$ cat src/hdl/i3c_pkg.sv
// Register map, CPU-interface structs, bus pin structs and status bit layout
`default_nettype none

package i3c_pkg;

  localparam int unsigned CsrAddrWidth = 4;
  localparam int unsigned CsrDataWidth = 32;

  // Word-aligned register offsets
  typedef enum logic [CsrAddrWidth-1:0] {
    CSR_CTRL    = 4'h0,
    CSR_STATUS  = 4'h4,
    CSR_RX_DATA = 4'h8,
    CSR_RX_THLD = 4'hC
  } csr_addr_e;

  typedef struct packed {
    logic                    req;
    logic                    is_wr;
    csr_addr_e               addr;
    logic [CsrDataWidth-1:0] wdata;
  } cpuif_req_t;

  typedef struct packed {
    logic                    ack;
    logic                    err;
    logic [CsrDataWidth-1:0] rdata;
  } cpuif_rsp_t;

  typedef struct packed {
    logic scl;
    logic sda;
  } bus_pins_t;

  // Low two bits line up with bus_pins_t, so CTRL reads 0x3 out of reset
  typedef struct packed {
    logic sel_od_pp;
    logic scl;
    logic sda;
  } ctrl_reg_t;

  // 7-bit address followed by RnW
  typedef logic [7:0] bus_addr_t;

  localparam int unsigned STS_RX_EMPTY   = 0;
  localparam int unsigned STS_RX_FULL    = 1;
  localparam int unsigned STS_RX_THLD    = 2;
  localparam int unsigned STS_OVERFLOW   = 3;
  localparam int unsigned STS_START_SEEN = 4;
  localparam int unsigned STS_STOP_SEEN  = 5;

  // Bus released, open-drain driver
  localparam ctrl_reg_t CTRL_RESET = '{sel_od_pp: 1'b0, scl: 1'b1, sda: 1'b1};

endpackage

`default_nettype wire

$ cat src/hdl/bus_monitor.sv
// START/STOP detector and first-byte address capture
`timescale 1ns/10ps
`default_nettype none

module bus_monitor (
  input  wire                     clk_i,
  input  wire                     rst_i,
  input  wire i3c_pkg::bus_pins_t bus_i,
  output logic                    bus_start_o,
  output logic                    bus_stop_o,
  output i3c_pkg::bus_addr_t      addr_o,
  output logic                    addr_valid_o
);

  typedef enum logic [1:0] {
    MON_IDLE,
    MON_ADDR,
    MON_WAIT
  } mon_state_e;

  mon_state_e         state_q;
  i3c_pkg::bus_pins_t prev_q;
  logic [2:0]         bit_cnt_q;
  i3c_pkg::bus_addr_t shift_q;

  logic start_det;
  logic stop_det;
  logic scl_rise;

  // SDA edges while SCL stays high
  assign start_det = prev_q.scl & bus_i.scl & prev_q.sda & ~bus_i.sda;
  assign stop_det  = prev_q.scl & bus_i.scl & ~prev_q.sda & bus_i.sda;
  assign scl_rise  = ~prev_q.scl & bus_i.scl;

  always_ff @(posedge clk_i) begin
    if (rst_i) begin
      prev_q <= '1;
    end else begin
      prev_q <= bus_i;
    end
  end

  always_ff @(posedge clk_i) begin
    if (rst_i) begin
      state_q      <= MON_IDLE;
      bit_cnt_q    <= '0;
      bus_start_o  <= 1'b0;
      bus_stop_o   <= 1'b0;
      addr_valid_o <= 1'b0;
    end else begin
      bus_start_o  <= start_det;
      bus_stop_o   <= stop_det;
      addr_valid_o <= 1'b0;
      if (start_det) begin
        // Repeated START restarts the capture as well
        state_q   <= MON_ADDR;
        bit_cnt_q <= '0;
      end else if (stop_det) begin
        state_q <= MON_IDLE;
      end else if (state_q == MON_ADDR && scl_rise) begin
        if (bit_cnt_q == 3'd7) begin
          addr_valid_o <= 1'b1;
          state_q      <= MON_WAIT;
        end else begin
          bit_cnt_q <= bit_cnt_q + 3'd1;
        end
      end
    end
  end

  // MSB first, sampled on SCL rising
  always_ff @(posedge clk_i) begin
    if (state_q == MON_ADDR && scl_rise && !start_det && !stop_det) begin
      shift_q <= {shift_q[6:0], bus_i.sda};
    end
  end

  assign addr_o = shift_q;

endmodule

`default_nettype wire

$ cat src/hdl/csr_block.sv
// CPU-interface register file with control, status, queue pop and threshold
`timescale 1ns/10ps
`default_nettype none

module csr_block #(
  parameter int unsigned RxQueueDepth = 4
) (
  input  wire                        clk_i,
  input  wire                        rst_i,
  input  wire i3c_pkg::cpuif_req_t   req_i,
  output i3c_pkg::cpuif_rsp_t        rsp_o,
  output i3c_pkg::ctrl_reg_t         ctrl_o,
  input  wire                        bus_start_i,
  input  wire                        bus_stop_i,
  output logic                       rx_pop_o,
  output logic [$clog2(RxQueueDepth):0] rx_thld_o,
  input  wire i3c_pkg::bus_addr_t    rx_head_i,
  input  wire                        rx_empty_i,
  input  wire                        rx_full_i,
  input  wire                        rx_thld_trig_i,
  input  wire                        rx_overflow_i,
  output logic                       rx_overflow_clr_o
);

  localparam int unsigned ThldWidth = $clog2(RxQueueDepth) + 1;
  localparam int unsigned DataWidth = i3c_pkg::CsrDataWidth;

  i3c_pkg::ctrl_reg_t   ctrl_q;
  logic [ThldWidth-1:0] thld_q;
  logic                 start_seen_q;
  logic                 stop_seen_q;
  logic                 ack_q;
  logic                 err_q;
  logic [DataWidth-1:0] rdata_q;

  logic                 rd_req;
  logic                 wr_req;
  logic                 sts_wr;
  logic                 addr_hit;
  logic [DataWidth-1:0] status;
  logic [DataWidth-1:0] rd_data;

  assign rd_req = req_i.req & ~req_i.is_wr;
  assign wr_req = req_i.req & req_i.is_wr;
  assign sts_wr = wr_req && (req_i.addr == i3c_pkg::CSR_STATUS);

  always_comb begin
    status                          = '0;
    status[i3c_pkg::STS_RX_EMPTY]   = rx_empty_i;
    status[i3c_pkg::STS_RX_FULL]    = rx_full_i;
    status[i3c_pkg::STS_RX_THLD]    = rx_thld_trig_i;
    status[i3c_pkg::STS_OVERFLOW]   = rx_overflow_i;
    status[i3c_pkg::STS_START_SEEN] = start_seen_q;
    status[i3c_pkg::STS_STOP_SEEN]  = stop_seen_q;
  end

  // Address decode and read mux
  always_comb begin
    addr_hit = 1'b1;
    rd_data  = '0;
    case (req_i.addr)
      i3c_pkg::CSR_CTRL:    rd_data = DataWidth'(ctrl_q);
      i3c_pkg::CSR_STATUS:  rd_data = status;
      i3c_pkg::CSR_RX_DATA: rd_data = rx_empty_i ? '0 : DataWidth'(rx_head_i);
      i3c_pkg::CSR_RX_THLD: rd_data = DataWidth'(thld_q);
      default:              addr_hit = 1'b0;
    endcase
  end

  // Head byte is sampled into the response on the same edge as the pop
  assign rx_pop_o = rd_req && (req_i.addr == i3c_pkg::CSR_RX_DATA) && !rx_empty_i;
  assign rx_overflow_clr_o = sts_wr & req_i.wdata[i3c_pkg::STS_OVERFLOW];

  always_ff @(posedge clk_i) begin
    if (rst_i) begin
      ack_q <= 1'b0;
      err_q <= 1'b0;
    end else begin
      ack_q <= req_i.req;
      err_q <= req_i.req & (~addr_hit |
               (rd_req & (req_i.addr == i3c_pkg::CSR_RX_DATA) & rx_empty_i));
    end
  end

  always_ff @(posedge clk_i) begin
    if (req_i.req) begin
      rdata_q <= rd_req ? rd_data : '0;
    end
  end

  always_ff @(posedge clk_i) begin
    if (rst_i) begin
      ctrl_q <= i3c_pkg::CTRL_RESET;
      thld_q <= ThldWidth'(1);
    end else if (wr_req) begin
      if (req_i.addr == i3c_pkg::CSR_CTRL) begin
        ctrl_q <= i3c_pkg::ctrl_reg_t'(req_i.wdata[$bits(i3c_pkg::ctrl_reg_t)-1:0]);
      end
      if (req_i.addr == i3c_pkg::CSR_RX_THLD) begin
        thld_q <= req_i.wdata[ThldWidth-1:0];
      end
    end
  end

  // Sticky bus events, a new event wins over a clear in the same cycle
  always_ff @(posedge clk_i) begin
    if (rst_i) begin
      start_seen_q <= 1'b0;
      stop_seen_q  <= 1'b0;
    end else begin
      if (bus_start_i) start_seen_q <= 1'b1;
      else if (sts_wr && req_i.wdata[i3c_pkg::STS_START_SEEN]) start_seen_q <= 1'b0;
      if (bus_stop_i) stop_seen_q <= 1'b1;
      else if (sts_wr && req_i.wdata[i3c_pkg::STS_STOP_SEEN]) stop_seen_q <= 1'b0;
    end
  end

  always_comb begin
    rsp_o.ack   = ack_q;
    rsp_o.err   = err_q;
    rsp_o.rdata = rdata_q;
  end

  assign ctrl_o    = ctrl_q;
  assign rx_thld_o = thld_q;

endmodule

`default_nettype wire

$ cat src/hdl/i3c.sv
// Top level with PHY, bus monitor, RX address queue and CSR block
`timescale 1ns/10ps
`default_nettype none

module i3c #(
  parameter int unsigned RxQueueDepth = 4
) (
  input  wire                        clk_i,
  input  wire                        rst_i,
  input  wire i3c_pkg::cpuif_req_t   cpuif_req_i,
  output i3c_pkg::cpuif_rsp_t        cpuif_rsp_o,
  input  wire i3c_pkg::bus_pins_t    i3c_bus_i,
  output i3c_pkg::bus_pins_t         i3c_bus_o,
  output logic                       sel_od_pp_o
);

  localparam int unsigned RxThldWidth = $clog2(RxQueueDepth) + 1;

  i3c_pkg::bus_pins_t   sync_bus;
  i3c_pkg::ctrl_reg_t   ctrl;

  logic                 bus_start;
  logic                 bus_stop;
  i3c_pkg::bus_addr_t   rx_bus_addr;
  logic                 rx_bus_addr_valid;

  // RX queue <-> CSR
  logic                   rx_pop;
  logic [RxThldWidth-1:0] rx_thld;
  i3c_pkg::bus_addr_t     rx_head;
  logic                   rx_empty;
  logic                   rx_full;
  logic                   rx_thld_trig;
  logic                   rx_overflow;
  logic                   rx_overflow_clr;

  i3c_phy xphy (
    .clk_i      (clk_i),
    .rst_i      (rst_i),
    .bus_i      (i3c_bus_i),
    .bus_o      (i3c_bus_o),
    .sync_bus_o (sync_bus),
    .ctrl_i     (ctrl),
    .sel_od_pp_o(sel_od_pp_o)
  );

  bus_monitor xbus_monitor (
    .clk_i       (clk_i),
    .rst_i       (rst_i),
    .bus_i       (sync_bus),
    .bus_start_o (bus_start),
    .bus_stop_o  (bus_stop),
    .addr_o      (rx_bus_addr),
    .addr_valid_o(rx_bus_addr_valid)
  );

  rx_queue #(
    .RxQueueDepth(RxQueueDepth)
  ) xrx_queue (
    .clk_i         (clk_i),
    .rst_i         (rst_i),
    .push_i        (rx_bus_addr_valid),
    .push_data_i   (rx_bus_addr),
    .pop_i         (rx_pop),
    .head_o        (rx_head),
    .empty_o       (rx_empty),
    .full_o        (rx_full),
    .thld_i        (rx_thld),
    .thld_trig_o   (rx_thld_trig),
    .overflow_o    (rx_overflow),
    .overflow_clr_i(rx_overflow_clr)
  );

  csr_block #(
    .RxQueueDepth(RxQueueDepth)
  ) xcsr (
    .clk_i            (clk_i),
    .rst_i            (rst_i),
    .req_i            (cpuif_req_i),
    .rsp_o            (cpuif_rsp_o),
    .ctrl_o           (ctrl),
    .bus_start_i      (bus_start),
    .bus_stop_i       (bus_stop),
    .rx_pop_o         (rx_pop),
    .rx_thld_o        (rx_thld),
    .rx_head_i        (rx_head),
    .rx_empty_i       (rx_empty),
    .rx_full_i        (rx_full),
    .rx_thld_trig_i   (rx_thld_trig),
    .rx_overflow_i    (rx_overflow),
    .rx_overflow_clr_o(rx_overflow_clr)
  );

endmodule

`default_nettype wire

$ cat src/hdl/i3c_phy.sv
// Bus pin input synchronizers and output register stage
`timescale 1ns/10ps
`default_nettype none

module i3c_phy (
  input  wire                  clk_i,
  input  wire                  rst_i,
  input  wire i3c_pkg::bus_pins_t bus_i,
  output i3c_pkg::bus_pins_t   bus_o,
  output i3c_pkg::bus_pins_t   sync_bus_o,
  input  wire i3c_pkg::ctrl_reg_t ctrl_i,
  output logic                 sel_od_pp_o
);

  i3c_pkg::bus_pins_t sync_q1;
  i3c_pkg::bus_pins_t sync_q2;

  // Idle bus is high, so the synchronizer starts there too
  always_ff @(posedge clk_i) begin
    if (rst_i) begin
      sync_q1 <= '1;
      sync_q2 <= '1;
    end else begin
      sync_q1 <= bus_i;
      sync_q2 <= sync_q1;
    end
  end

  assign sync_bus_o = sync_q2;

  // Driver select moves on the same edge as SCL and SDA
  always_ff @(posedge clk_i) begin
    if (rst_i) begin
      bus_o       <= '{scl: i3c_pkg::CTRL_RESET.scl, sda: i3c_pkg::CTRL_RESET.sda};
      sel_od_pp_o <= i3c_pkg::CTRL_RESET.sel_od_pp;
    end else begin
      bus_o       <= '{scl: ctrl_i.scl, sda: ctrl_i.sda};
      sel_od_pp_o <= ctrl_i.sel_od_pp;
    end
  end

endmodule

`default_nettype wire

$ cat src/hdl/rx_queue.sv
// Address byte FIFO with ready threshold and sticky overflow
`timescale 1ns/10ps
`default_nettype none

module rx_queue #(
  parameter int unsigned RxQueueDepth = 4
) (
  input  wire                     clk_i,
  input  wire                     rst_i,
  input  wire                     push_i,
  input  wire i3c_pkg::bus_addr_t push_data_i,
  input  wire                     pop_i,
  output i3c_pkg::bus_addr_t      head_o,
  output logic                    empty_o,
  output logic                    full_o,
  input  wire [$clog2(RxQueueDepth):0] thld_i,
  output logic                    thld_trig_o,
  output logic                    overflow_o,
  input  wire                     overflow_clr_i
);

  localparam int unsigned AddrWidth = $clog2(RxQueueDepth);
  localparam int unsigned PtrWidth  = AddrWidth + 1;

  i3c_pkg::bus_addr_t  mem_q [RxQueueDepth];
  logic [PtrWidth-1:0] wr_ptr_q;
  logic [PtrWidth-1:0] rd_ptr_q;
  logic [PtrWidth-1:0] count;
  logic                wr_en;
  logic                rd_en;

  // Extra pointer bit tells full from empty
  assign count   = wr_ptr_q - rd_ptr_q;
  assign empty_o = (wr_ptr_q == rd_ptr_q);
  assign full_o  = (count == PtrWidth'(RxQueueDepth));

  assign rd_en = pop_i & ~empty_o;
  assign wr_en = push_i & ~full_o;

  always_ff @(posedge clk_i) begin
    if (rst_i) begin
      wr_ptr_q <= '0;
      rd_ptr_q <= '0;
    end else begin
      if (wr_en) wr_ptr_q <= wr_ptr_q + PtrWidth'(1);
      if (rd_en) rd_ptr_q <= rd_ptr_q + PtrWidth'(1);
    end
  end

  always_ff @(posedge clk_i) begin
    if (wr_en) begin
      mem_q[wr_ptr_q[AddrWidth-1:0]] <= push_data_i;
    end
  end

  assign head_o = mem_q[rd_ptr_q[AddrWidth-1:0]];

  // A zero threshold never triggers
  assign thld_trig_o = (thld_i != '0) && (count >= thld_i);

  // Clear only takes once the queue has drained below full
  always_ff @(posedge clk_i) begin
    if (rst_i) begin
      overflow_o <= 1'b0;
    end else if (push_i && !wr_en) begin
      overflow_o <= 1'b1;
    end else if (overflow_clr_i && !full_o) begin
      overflow_o <= 1'b0;
    end
  end

endmodule

`default_nettype wire

$ cat config.mk
export PLATFORM = sky130hd
export DESIGN_NAME = i3c
export DESIGN_NICKNAME = d
export VERILOG_FILES = /design/src/hdl/i3c_pkg.sv /design/src/hdl/bus_monitor.sv /design/src/hdl/csr_block.sv /design/src/hdl/i3c.sv /design/src/hdl/i3c_phy.sv /design/src/hdl/rx_queue.sv
export SDC_FILE = /design/constraint.sdc
export NUM_CORES = 1
export LEC_CHECK = 0
export BUFFER_PORTS_ARGS = -buffer_cell sky130_fd_sc_hd__buf_2
export CORE_UTILIZATION = 47
export CTS_BUF_LIST = sky130_fd_sc_hd__clkbuf_8
export DETAILED_ROUTE_END_ITERATION = 12
export HOLD_SLACK_MARGIN = 0.02
export PLACE_DENSITY_LB_ADDON = 0.15
export SYNTH_ARGS = -nofsm -noshare
export SYNTH_HDL_FRONTEND = slang
export SYNTH_SLANG_ARGS = --single-unit
$ cat constraint.sdc
create_clock -name clk_i -period 3.4 [get_ports clk_i]
set_clock_uncertainty 0.1 [all_clocks]
set_input_delay 0 -clock clk_i [delete_from_list [all_inputs] [get_ports clk_i]]
set_output_delay 0 -clock clk_i [all_outputs]
set_load 0.005 [all_outputs]
==> out/results.tsv <==
stage	metric	value	unit
run_status	status	finished clean	
clock_network	maximum root-to-sink buffer count	2	
yosys	Synth top area share	40.58	%
floorplan	die area	0.007909	mm^2
yosys	Post-Syn Area per Cell	13.40	um^2
global_route	pin count of the biggest net entering global routing	32	
place	routability cong.	0.7267	
sta	slew margin rel.	45.41	%
global_route	first-pass GRT wire length	9777	um
cells_and_area	fraction of layout cells with a size suffix above 1	21.45	%
yosys	Cell Area, Synth	0.003552	mm^2
power_and_ir_drop	Cell Pwr Density	490.1	mW/mm^2
sta	TNS Setup	0	ns
clock_network	postcts setup bufs	0	
sta	RSZ-0062 raised after global routing	no	
routing	residual DRC count	0	
floorplan	Initial Util	48.71	%
power_and_ir_drop	VDD IR-drop max	0.0002432	V
clock_network	Num CTS Buffers	9	
sta	fin crit period	2.458	ns
cells_and_area	most frequent cells in the layout	48 x edfxtp_1, 36 x dfxtp_1, 28 x buf_2	
routing	WL met3	250	um
setup_path	critical path launch point type	register	
routing	wire per inst	14.54	um
clock_network	CTS tree	yes	
cells_and_area	P&R area growth vs syn	15.32	%
setup_path	Worst EP required	3.28	ns
cells_and_area	Final nets	367	
setup_path	flop2flop setup slack	0.94	ns
setup_path	CP cell instances	inv_1, ha_1, inv_1, fa_1, and2b_2, a21oi_2	
yosys	Mapped Cells	265	
cells_and_area	FF/Latch Area	0.002162	mm^2
yosys	Seq/Total Area, Yosys	60.87	%
routing	met2 wire length	2805	um
setup_path	Crit. End Element	register	
routing	Routed Antenna Nets	0	
power_and_ir_drop	Leak	1.552	nW
cells_and_area	ANT cells	0	
cells_and_area	Multi-input gate area	0.001226	mm^2
clock_network	H-Tree Depth	3	
clock_network	later-pin clock latency in the skew report	0.35	ns
sta	Setup violations, final	0	
flow_run	max_cap viols	0	
sta	WHS	0.06868	ns
routing	total wire length	6050	um
yosys	area leader, netlist	edfxtp_1	
yosys	#FFs+latches synth	84	
setup_path	critical path's largest stage delay	0.53	ns
routing	highest layer used for signal routing	met4	
sta	Worst Max-Slew Pin Slew	0.8167	ns
cells_and_area	fillcell total	608	
cells_and_area	commonest non-fill, non-tap cell in the layout	edfxtp_1	
global_route	initial antenna violation count	0	
setup_path	CP max-delay cell	a21oi_2	
yosys	Cell variety after synth	48	
setup_path	critical path peak fanout	9	
place	# port buffers	28	
sta	Max Fclk	406.8	MHz
sta	period utilisation layout	72.30	%
floorplan	FP Rows	31	
yosys	async set-reset flop share out of synthesis	0	%
yosys	yosys warns	0	
cells_and_area	final core utilization	56.18	%
power_and_ir_drop	Final Power	2.008	mW
routing	routed vias	2034	
setup_path	critical path data arrival time	2.34	ns
global_route	Overflow after GRT	0	
global_route	Tot GR Track Use	17.35	%
floorplan	core footprint	0.007292	mm^2
floorplan	Die Ht	88.94	um
routing	vias per cell	4.889	
floorplan	I/O Pins	79	
clock_network	Clock Sinks	84	
yosys	EDFF count, synth	48	
min_path	Hold Crit Class	input port to register	
yosys	dominant synthesized flop cell	edfxtp_1	
routing	First-pass DRT Iterations	5	
routing	M1 wire length	2876	um
routing	Initial DRC Count	59	
clock_network	clock slew at reported path FFs	0.09	ns
setup_path	Setup Crit Path Kind	register to register	
floorplan	die width	88.94	um
place	DP HPWL	3967	um
clock_network	CTS root buffer	clkbuf_8	
sta	Slew Limit Fails	0	
yosys	top post-synthesis cells by area	edfxtp_1 41%, dfxtp_1 20%, buf_4 5.5%	
global_route	number of global-route vias before repair	1941	
setup_path	cell mode on critical path	inv_1	
sta	final hold violations	0	
synth_stat cells (2+ instances only):
| cell | count |
|---|---|
| a21boi_0 | 2 |
| xnor2_1 | 4 |
| a22o_1 | 2 |
| inv_1 | 8 |
| ha_1 | 12 |
| a22oi_1 | 6 |
| a21oi_1 | 8 |
| and2b_1 | 2 |
| xor2_1 | 3 |
| clkbuf_1 | 3 |
| and2_2 | 3 |
| or2_2 | 8 |
| mux2i_1 | 7 |
| nand2_1 | 9 |
| nor2_1 | 27 |
| mux4_2 | 8 |
| nor3_1 | 3 |
| nand4_1 | 4 |
| a211o_1 | 3 |
| edfxtp_1 | 48 |
| buf_4 | 26 |
| dfxtp_1 | 36 |
| buf_2 | 2 |
| nor2b_1 | 6 |
| o21ai_0 | 2 |
per-layer routing:
layer | track usage (%) | vias to the layer above
met5 | 0 | -
met4 | 7.792 | 0
met3 | 4.894 | 12
met2 | 26.57 | 57
met1 | 23.20 | 961
li1 | - | 1004
stage by stage:
stage	setup slack (ns)	instances	instance area (um^2)
4_1_cts	0.9097	416	4096
5_1_grt	0.6895	416	4096
3_5_place_dp	0.9267	383	3682
2_1_floorplan	1.137	288	3638
6_report	0.9418	416	4096
3_3_place_gp	0.9207	383	3682
cell families (layout without fill, tap and decap cells):
family / Yosys count / in the layout / synth area share (%)
multiplexers: 15 / 15 / 7.045
adder cells (fa/ha/maj): 13 / 13 / 4.790
buffers and inverters: 40 / 69 / 7.045
flip-flops: 84 / 84 / 60.87
other: 1 / 24 / 0.1056
AO/OA/AOI/OAI: 31 / 31 / 6.552
AND/OR/NAND/NOR: 73 / 73 / 11.20
XOR/XNOR: 8 / 8 / 2.395
power breakdown:
part           total, mW  leakage, nW  internal (mW)  switching [mW]
combinational     0.0699        0.695         0.0324          0.0375
clock              0.858        0.122          0.493           0.365
sequential          1.08        0.734           1.07         0.00535
layout make-up:
class | count | share of cell area (%)
timing repair buffer | 45 | 7.575
sequential | 84 | 52.78
inverter | 8 | 0.7330
clock buffer | 9 | 3.024
multi-input combinational | 164 | 29.93
clock inverter | 7 | 2.932
tap | 99 | 3.024
final timing paths:
kind,startpoint,end,cells past startpoint
worst max-delay path,xrx_queue.wr_ptr_q[0],xrx_queue.mem_q[3][0],6
worst min-delay path,cpuif_req_i[35],xcsr.rdata_q[0],4
worst max register to register,xrx_queue.wr_ptr_q[0],xrx_queue.mem_q[3][0],6
worst min register to register,xphy.sync_q1[0],xphy.sync_bus_o[0],1
worst max-delay path, delay by kind of cell (launching register included):
kind,cells,cell delay (ns)
buf+inv,2,0.17
flops,1,0.36
compound gates,1,0.53
simple gates,1,0.27
fa+ha+maj,2,0.66
sequential cells by signal, indices dropped and copies added, names as in the netlist, 2 cells and up, named ones only:
| signal | flops |
|---|---|
| xbus_monitor.addr_o | 8 |
| xbus_monitor.bit_cnt_q | 3 |
| xbus_monitor.prev_q | 2 |
| xbus_monitor.state_q | 2 |
| xcsr.ctrl_o | 3 |
| xcsr.rdata_q | 8 |
| xcsr.rx_thld_o | 3 |
| xphy.bus_o | 2 |
| xphy.sync_bus_o | 2 |
| xphy.sync_q1 | 2 |
| xrx_queue.mem_q | 32 |
| xrx_queue.rd_ptr_q | 3 |
| xrx_queue.wr_ptr_q | 3 |
timing repair:
| item | in CTS | in global routing |
|---|---|---|
| endpoints found under the setup margin | 0 | 0 |
| resized for setup | 0 | 0 |
| hold buffers | 17 | 0 |
| endpoints found under the hold margin | 27 | 0 |
Power figures use the tool's default switching activity.
